File: src/verilog/rv32i_isa_pkg.sv
package rv32i_isa_pkg;

    // ##################################################
    // Basic widths
    // ##################################################

    localparam int xlen      = 32;  // Data and address width
    localparam int reg_idx_w = 5;   // Register file index
    localparam int opcode_w  = 7;
    localparam int funct3_w  = 3;
    localparam int funct7_w  = 7;

    // Every instruction is one word, so the next sequential pc is this far ahead
    localparam logic [xlen-1:0] inst_bytes = 32'd4;

    // ##################################################
    // Field positions in the instruction word
    // ##################################################

    localparam int opcode_lsb = 0;
    localparam int rd_lsb     = 7;
    localparam int funct3_lsb = 12;
    localparam int rs1_lsb    = 15;
    localparam int rs2_lsb    = 20;
    localparam int funct7_lsb = 25;

    // ##################################################
    // Major opcodes
    // ##################################################

    localparam logic [opcode_w-1:0] op_lui   = 7'b0110111;  // U type
    localparam logic [opcode_w-1:0] op_auipc = 7'b0010111;  // U type
    localparam logic [opcode_w-1:0] op_jal   = 7'b1101111;  // J type
    localparam logic [opcode_w-1:0] op_jalr  = 7'b1100111;  // I type
    localparam logic [opcode_w-1:0] op_br    = 7'b1100011;  // B type
    localparam logic [opcode_w-1:0] op_load  = 7'b0000011;  // I type
    localparam logic [opcode_w-1:0] op_store = 7'b0100011;  // S type
    localparam logic [opcode_w-1:0] op_imm   = 7'b0010011;  // I type
    localparam logic [opcode_w-1:0] op_reg   = 7'b0110011;  // R type

    // Register-register ops carry no immediate, the decoder still computes all five
    // and leaves the choice to the decode stage

endpackage

File: src/verilog/fetch_cfg_pkg.sv
package fetch_cfg_pkg;

    // ##################################################
    // Fetch configuration
    // ##################################################

    // First address fetched after reset
    localparam logic [rv32i_isa_pkg::xlen-1:0] reset_pc = 32'h6000_0000;

    // Width of the retired instruction order count
    // Anything from 32 bits up works, 64 matches the usual trace format
    localparam int order_w = 64;

    // One mask bit per byte of the instruction word
    localparam int mask_w = 4;

    // A full word read sets every byte lane
    localparam logic [mask_w-1:0] mask_full = '1;

    // No read wanted
    localparam logic [mask_w-1:0] mask_none = '0;

endpackage

File: src/verilog/if_stage.sv
module if_stage #(
    parameter logic [rv32i_isa_pkg::xlen-1:0] reset_addr  = fetch_cfg_pkg::reset_pc,
    parameter int                             order_width = fetch_cfg_pkg::order_w
) (
    input  logic                              clk,
    input  logic                              rst,

    // Stall from later stages, low holds the fetch
    input  logic                              pc_en,

    // Instruction memory port
    input  logic                              imem_resp,
    output logic [rv32i_isa_pkg::xlen-1:0]    imem_addr,
    output logic [fetch_cfg_pkg::mask_w-1:0]  imem_rmask,

    // Toward the instruction register
    output logic                              load_ir,
    output logic [rv32i_isa_pkg::xlen-1:0]    fetch_pc,
    output logic [order_width-1:0]            fetch_order
);

    typedef enum logic {
        s_reset,
        s_fetching
    } state_t;

    state_t                         state;
    state_t                         next_state;
    logic [rv32i_isa_pkg::xlen-1:0] pc;
    logic [order_width-1:0]         order;

    // ##################################################
    // State and counters
    // ##################################################

    always_ff @(posedge clk) begin
        if (rst) begin
            state <= s_reset;
            pc    <= reset_addr;
            order <= '0;
        end else begin
            state <= next_state;
            if (load_ir) begin  // A fetch completed on this edge
                pc    <= pc + rv32i_isa_pkg::inst_bytes;
                order <= order + order_width'(1);
            end
        end
    end

    // ##################################################
    // Fetch control
    // ##################################################

    always_comb begin
        next_state = state;
        imem_rmask = fetch_cfg_pkg::mask_none;
        load_ir    = 1'b0;
        case (state)
            s_reset: begin
                next_state = s_fetching;  // Sit out one cycle before the first request
            end
            s_fetching: begin
                imem_rmask = fetch_cfg_pkg::mask_full;
                // The memory holds its answer while stalled, so only take it with pc_en
                if (imem_resp && pc_en) begin
                    load_ir = 1'b1;
                end
            end
            default: begin
                next_state = s_reset;
            end
        endcase
    end

    // The address follows the pc and only moves when a fetch completes
    assign imem_addr = pc;

    // Pc and order of the word now being returned, not yet advanced
    assign fetch_pc    = pc;
    assign fetch_order = order;

endmodule

File: src/verilog/inst_reg.sv
module inst_reg #(
    parameter int order_width = fetch_cfg_pkg::order_w
) (
    input  logic                                   clk,
    input  logic                                   rst,

    // Capture side
    input  logic                                   load_ir,
    input  logic [rv32i_isa_pkg::xlen-1:0]         in_word,
    input  logic [rv32i_isa_pkg::xlen-1:0]         in_pc,
    input  logic [order_width-1:0]                 in_order,

    // Toward decode
    output logic                                   valid,
    output logic [rv32i_isa_pkg::xlen-1:0]         inst,
    output logic [rv32i_isa_pkg::xlen-1:0]         pc,
    output logic [order_width-1:0]                 order,
    output logic [rv32i_isa_pkg::opcode_w-1:0]     opcode,
    output logic [rv32i_isa_pkg::funct3_w-1:0]     funct3,
    output logic [rv32i_isa_pkg::funct7_w-1:0]     funct7,
    output logic [rv32i_isa_pkg::reg_idx_w-1:0]    rs1_s,
    output logic [rv32i_isa_pkg::reg_idx_w-1:0]    rs2_s,
    output logic [rv32i_isa_pkg::reg_idx_w-1:0]    rd_s,
    output logic [rv32i_isa_pkg::xlen-1:0]         i_imm,
    output logic [rv32i_isa_pkg::xlen-1:0]         s_imm,
    output logic [rv32i_isa_pkg::xlen-1:0]         b_imm,
    output logic [rv32i_isa_pkg::xlen-1:0]         u_imm,
    output logic [rv32i_isa_pkg::xlen-1:0]         j_imm
);

    // ##################################################
    // Capture
    // ##################################################

    always_ff @(posedge clk) begin
        if (rst) begin
            valid <= 1'b0;
            inst  <= '0;
        end else begin
            valid <= load_ir;  // High for the one cycle after a capture
            if (load_ir) begin
                inst <= in_word;
            end
        end
    end

    always_ff @(posedge clk) begin
        if (load_ir) begin
            pc    <= in_pc;
            order <= in_order;
        end
    end

    // ##################################################
    // Field decode
    // ##################################################

    // Register fields sit at the same place in every format
    assign opcode = inst[rv32i_isa_pkg::opcode_lsb +: rv32i_isa_pkg::opcode_w];
    assign funct3 = inst[rv32i_isa_pkg::funct3_lsb +: rv32i_isa_pkg::funct3_w];
    assign funct7 = inst[rv32i_isa_pkg::funct7_lsb +: rv32i_isa_pkg::funct7_w];
    assign rd_s   = inst[rv32i_isa_pkg::rd_lsb +: rv32i_isa_pkg::reg_idx_w];
    assign rs1_s  = inst[rv32i_isa_pkg::rs1_lsb +: rv32i_isa_pkg::reg_idx_w];
    assign rs2_s  = inst[rv32i_isa_pkg::rs2_lsb +: rv32i_isa_pkg::reg_idx_w];

    // ##################################################
    // Immediates
    // ##################################################

    // Bit 31 is always the sign, so every signed format extends from it
    assign i_imm = {{21{inst[31]}}, inst[30:20]};

    // Store splits the low five bits into the rd slot
    assign s_imm = {{21{inst[31]}}, inst[30:25], inst[11:7]};

    // Branch offsets are in halfwords, bit 11 moved down to bit 7
    assign b_imm = {
        {20{inst[31]}},
        inst[7],
        inst[30:25],
        inst[11:8],
        1'b0
    };

    assign u_imm = {inst[31:12], 12'h000};  // Upper 20 bits, low part zero

    // Jump offset, scrambled the same way the spec lays it out
    assign j_imm = {
        {12{inst[31]}},
        inst[19:12],
        inst[20],
        inst[30:21],
        1'b0
    };

endmodule

File: src/verilog/fetch_top.sv
module fetch_top #(
    parameter logic [rv32i_isa_pkg::xlen-1:0] reset_addr  = fetch_cfg_pkg::reset_pc,
    parameter int                             order_width = fetch_cfg_pkg::order_w
) (
    input  logic                                clk,
    input  logic                                rst,
    input  logic                                pc_en,

    // Instruction memory port
    output logic [rv32i_isa_pkg::xlen-1:0]      imem_addr,
    output logic [fetch_cfg_pkg::mask_w-1:0]    imem_rmask,
    input  logic [rv32i_isa_pkg::xlen-1:0]      imem_rdata,
    input  logic                                imem_resp,

    // Toward decode
    output logic                                valid,
    output logic [rv32i_isa_pkg::xlen-1:0]      inst,
    output logic [rv32i_isa_pkg::xlen-1:0]      pc,
    output logic [order_width-1:0]              order,
    output logic [rv32i_isa_pkg::opcode_w-1:0]  opcode,
    output logic [rv32i_isa_pkg::funct3_w-1:0]  funct3,
    output logic [rv32i_isa_pkg::funct7_w-1:0]  funct7,
    output logic [rv32i_isa_pkg::reg_idx_w-1:0] rs1_s,
    output logic [rv32i_isa_pkg::reg_idx_w-1:0] rs2_s,
    output logic [rv32i_isa_pkg::reg_idx_w-1:0] rd_s,
    output logic [rv32i_isa_pkg::xlen-1:0]      i_imm,
    output logic [rv32i_isa_pkg::xlen-1:0]      s_imm,
    output logic [rv32i_isa_pkg::xlen-1:0]      b_imm,
    output logic [rv32i_isa_pkg::xlen-1:0]      u_imm,
    output logic [rv32i_isa_pkg::xlen-1:0]      j_imm
);

    logic                           load_ir;
    logic [rv32i_isa_pkg::xlen-1:0] fetch_pc;
    logic [order_width-1:0]         fetch_order;

    if_stage #(
        .reset_addr  (reset_addr),
        .order_width (order_width)
    ) u_if_stage (
        .clk         (clk),
        .rst         (rst),
        .pc_en       (pc_en),
        .imem_resp   (imem_resp),
        .imem_addr   (imem_addr),
        .imem_rmask  (imem_rmask),
        .load_ir     (load_ir),
        .fetch_pc    (fetch_pc),
        .fetch_order (fetch_order)
    );

    // Memory data goes straight in, the fetch stage only supplies pc and order
    inst_reg #(
        .order_width (order_width)
    ) u_inst_reg (
        .clk      (clk),
        .rst      (rst),
        .load_ir  (load_ir),
        .in_word  (imem_rdata),
        .in_pc    (fetch_pc),
        .in_order (fetch_order),
        .valid    (valid),
        .inst     (inst),
        .pc       (pc),
        .order    (order),
        .opcode   (opcode),
        .funct3   (funct3),
        .funct7   (funct7),
        .rs1_s    (rs1_s),
        .rs2_s    (rs2_s),
        .rd_s     (rd_s),
        .i_imm    (i_imm),
        .s_imm    (s_imm),
        .b_imm    (b_imm),
        .u_imm    (u_imm),
        .j_imm    (j_imm)
    );

endmodule

File: config.mk
export PLATFORM = sky130hd
export DESIGN_NAME = fetch_top
export DESIGN_NICKNAME = d
export VERILOG_FILES = /design/src/verilog/rv32i_isa_pkg.sv /design/src/verilog/fetch_cfg_pkg.sv /design/src/verilog/if_stage.sv /design/src/verilog/inst_reg.sv /design/src/verilog/fetch_top.sv
export SDC_FILE = /design/constraint.sdc
export NUM_CORES = 1
export LEC_CHECK = 0
export ABC_AREA = 1
export BUFFER_PORTS_ARGS = -buffer_cell sky130_fd_sc_hd__clkbuf_2
export CAP_MARGIN = 5
export CORE_MARGIN = 3
export CORE_UTILIZATION = 25
export DETAILED_ROUTE_END_ITERATION = 8
export GPL_ROUTABILITY_DRIVEN = 1
export SYNTH_ARGS = -nofsm -noshare
export SYNTH_HDL_FRONTEND = slang
export SYNTH_SLANG_ARGS = --single-unit
File: constraint.sdc
create_clock -name clk -period 3.95 [get_ports clk]
set_input_delay 0 -clock clk [delete_from_list [all_inputs] [get_ports clk]]
set_output_delay 0 -clock clk [all_outputs]
set_load 0.005 [all_outputs]
==> summary.md <==
| Metric | Value |
|---|---|
| Outcome | `finished clean` |
| Top cell type's share of synthesized area | `0.2646` |
| GRT Total Usage | `0.1262` |
| Vias | `just under 9k` |
| Pre-Repair DR Iteration Count | `5` |
| Startpoint Class | `register` |
| Overflow after GRT | `0` |
| Clock transition at path regs | `60 ps` |
| Post-layout util | `0.3091` |
| FP Rows | `75` |
| Crit path max fanout | `36` |
| Worst-margin pin slew | `1105 ps` |
| Final wirelength | `just over 30000 um` |
| Diodes inserted | `0` |
| Post-CTS Resized | `0` |
| HP Class | `in2reg` |
| Final number of max-transition violations | `0` |
| Mean Syn Cell Area | `8.480 sq um` |
| Flop2flop setup slack | `about 1700 ps` |
| Sequential area share after synthesis | `0.5048` |
| Largest cells by area after synthesis | `edfxtp_1, dfxtp_1, buf_4` |
| Final worst path period share | `0.5734` |
| RSZ-0062 raised after global routing | `false` |
| Post-CTS setup buffers | `0` |
| Initial Util | `0.2537` |
| Die W | `about 210 um` |
| Synthesis Warnings | `0` |
| CTS Buffer Depth | `3` |
| Setup violations, final | `0` |
| Fmax | `between 400 and 500 MHz` |
| PD cells | `around 400 mW/mm^2` |
| Core Footprint | `roughly 0.042 sq mm` |
| First-pass GRT wire length | `roughly 45000 um` |
| Final Critical Period | `~2300 ps` |
| Synth area leader | `edfxtp_1` |
| Chip height | `between 200 and 250 um` |
| H-tree depth | `1` |
| Final antenna-violating net count | `0` |
| Asr flop ratio synth | `0` |
| Worst-Skew Late Latency | `560 ps` |
| EDFF count, synth | `between 90 and 100` |
| CTS root buf | `clkbuf_16` |
| Leakage power total | `about 5.5 nW` |
| Vias per cell | `between 4 and 5` |
| Final HPWL DP | `~23000 um` |
| Final net count | `1531` |
| WS Path Type | `reg2reg` |
| CP arrival | `about 2700 ps` |
| IO Pins | `slightly below 400` |
| Worst slew margin | `0.2630` |
| WL/cell | `roughly 15 um` |
| Clock Skews | `~28 ps` |
| Buffers on Ports | `~370` |
| Setup_tns | `0 ps` |
| Critical Path Sink Type | `register` |
| Initial antenna violation count | `0` |
| Area delta synth->final | `21.82%` |
| Die area | `between 0.04 and 0.05 sq mm` |
| Max-cap viol count | `0` |
| Largest net degree at the start of global routing | `79` |
| DR iter-0 viols | `about 470` |
| Remaining DRCs | `0` |
| Share of cells above drive strength 1 | `0.3027` |
| Main synth FF type | `dfxtp_1` |
| Worst VDD drop | `between 0.2 and 0.3 mV` |
| Mapped Cells | `about 1.3k` |
| TritonCTS Sinks | `between 200 and 250` |
| Num CTS Buffers | `26` |
| Synth Cell Area | `between 0.01 and 0.015 sq mm` |
| Placer Congestion | `between 0.8 and 0.9` |
| Yosys cell types | `37` |
| Final Hold Violating Endpoints | `0` |
| CTS tree | `built` |
| Vias in the first global route | `8060` |
| Critical Path RT | `4360 ps` |
| Synthesized flop and latch total | `222` |
cell families (layout without fill, tap and decap cells):
logic type / count (synthesis) / in the layout / synth area share
simple gates: 579 / 579 / 0.2372
flops: 222 / 222 / 0.5048
buf+inv: 319 / 557 / 0.1845
xor+xnor: 14 / 14 / 0.01149
compound gates: 121 / 121 / 0.05935
other cells: 1 / 18 / 0.0003515
fa+ha+maj: 2 / 2 / 0.002345
through the flow:
| step | hold slack, ps | cells | power (mW) | worst slack (ps) | instance area [sq um] |
|---|---|---|---|---|---|
| 6_report | 94.85 | 2052 | 5.215 | 1685 | 13000 |
| 5_1_grt | 128.4 | 2052 | 5.420 | 1437 | 13000 |
| 4_1_cts | 66.17 | 2052 | 5.313 | 1657 | 13000 |
| 3_5_place_dp | 229.8 | 1969 | 2.687 | 1655 | 11720 |
| 3_3_place_gp | 226.4 | 1969 | 2.685 | 1731 | 11720 |
| 2_1_floorplan | 143.8 | 1275 | 2.653 | 1411 | 10730 |
worst max-delay path, stage by stage (launching register included):
cell	delay, ps
dfxtp_1	400
nand3_2	370
buf_4	420
nor2_4	250
nand2_1	140
nor2_4	160
nand3_1	120
inv_1	70
nand3_1	60
nand2_1	70
nor2_1	30
cell usage in the layout, fill, tap and decap left out, types with 13 or more instances in the layout:
master / instances
conb_1: 18
clkbuf_2: 374
dlygate4sd3_1: 35
nor2_2: 13
a21oi_1: 76
clkbuf_16: 26
nand4_1: 21
nand3_1: 60
nand2_1: 268
o21ai_0: 29
nor2_1: 170
dfxtp_1: 127
edfxtp_1: 94
inv_1: 93
routing by layer:
metal / track usage / part of all wire / vias up
li1: - / - / 4321
met1: 0.1494 / 0.41 / 4024
met2: 0.2243 / 0.49 / 337
met3: 0.02818 / 0.074 / 52
met4: 0.04542 / 0.029 / 0
met5: 0 / 0 / -
cells in the mapped netlist, types with 3 or more instances:
cell type and count:
nand2_1 268, buf_4 201, nor2_1 170, dfxtp_1 128, edfxtp_1 94, inv_1 93, a21oi_1 76, nand3_1 60
o21ai_0 29, nand4_1 21, clkbuf_1 13, nor2_2 13, nor3_1 12, xor2_1 12, nor2_4 11, buf_2 7
o21a_1 7, nor3b_1 6, nand2_2 5, a31oi_1 4, and3_1 3, o21ai_1 3
worst paths after layout:
path	startpoint	end	cells past startpoint
worst max-delay path	u_if_stage.state	u_if_stage.fetch_pc[27]	10
worst min-delay path	imem_resp	u_if_stage.fetch_order[1]	4
worst max register to register	u_if_stage.state	u_if_stage.fetch_pc[27]	10
worst min register to register	u_inst_reg.inst[1]	u_inst_reg.inst[1]	2
where the power goes:
part | internal (mW) | switching (mW)
sequential | 2.41 | 0.0301
combinational | 0.103 | 0.122
clock | 1.55 | 1.00
area by class of cell:
cell class                 count  area (sq um)
clock buffer                  35         724.4
clock inverter                13         197.7
fill                        4386         29050
inverter                      95         361.6
multi-input combinational    734          3378
sequential                   222          5386
tap                          539         674.4
timing repair buffer         414          2272
timing repair:
item | 4_1_cts | 5_1_grt
endpoints found under the hold margin | 39 | 0
setup endpoints to repair | 0 | 0
hold buffers | 35 | 0
Power figures use the tool's default switching activity.
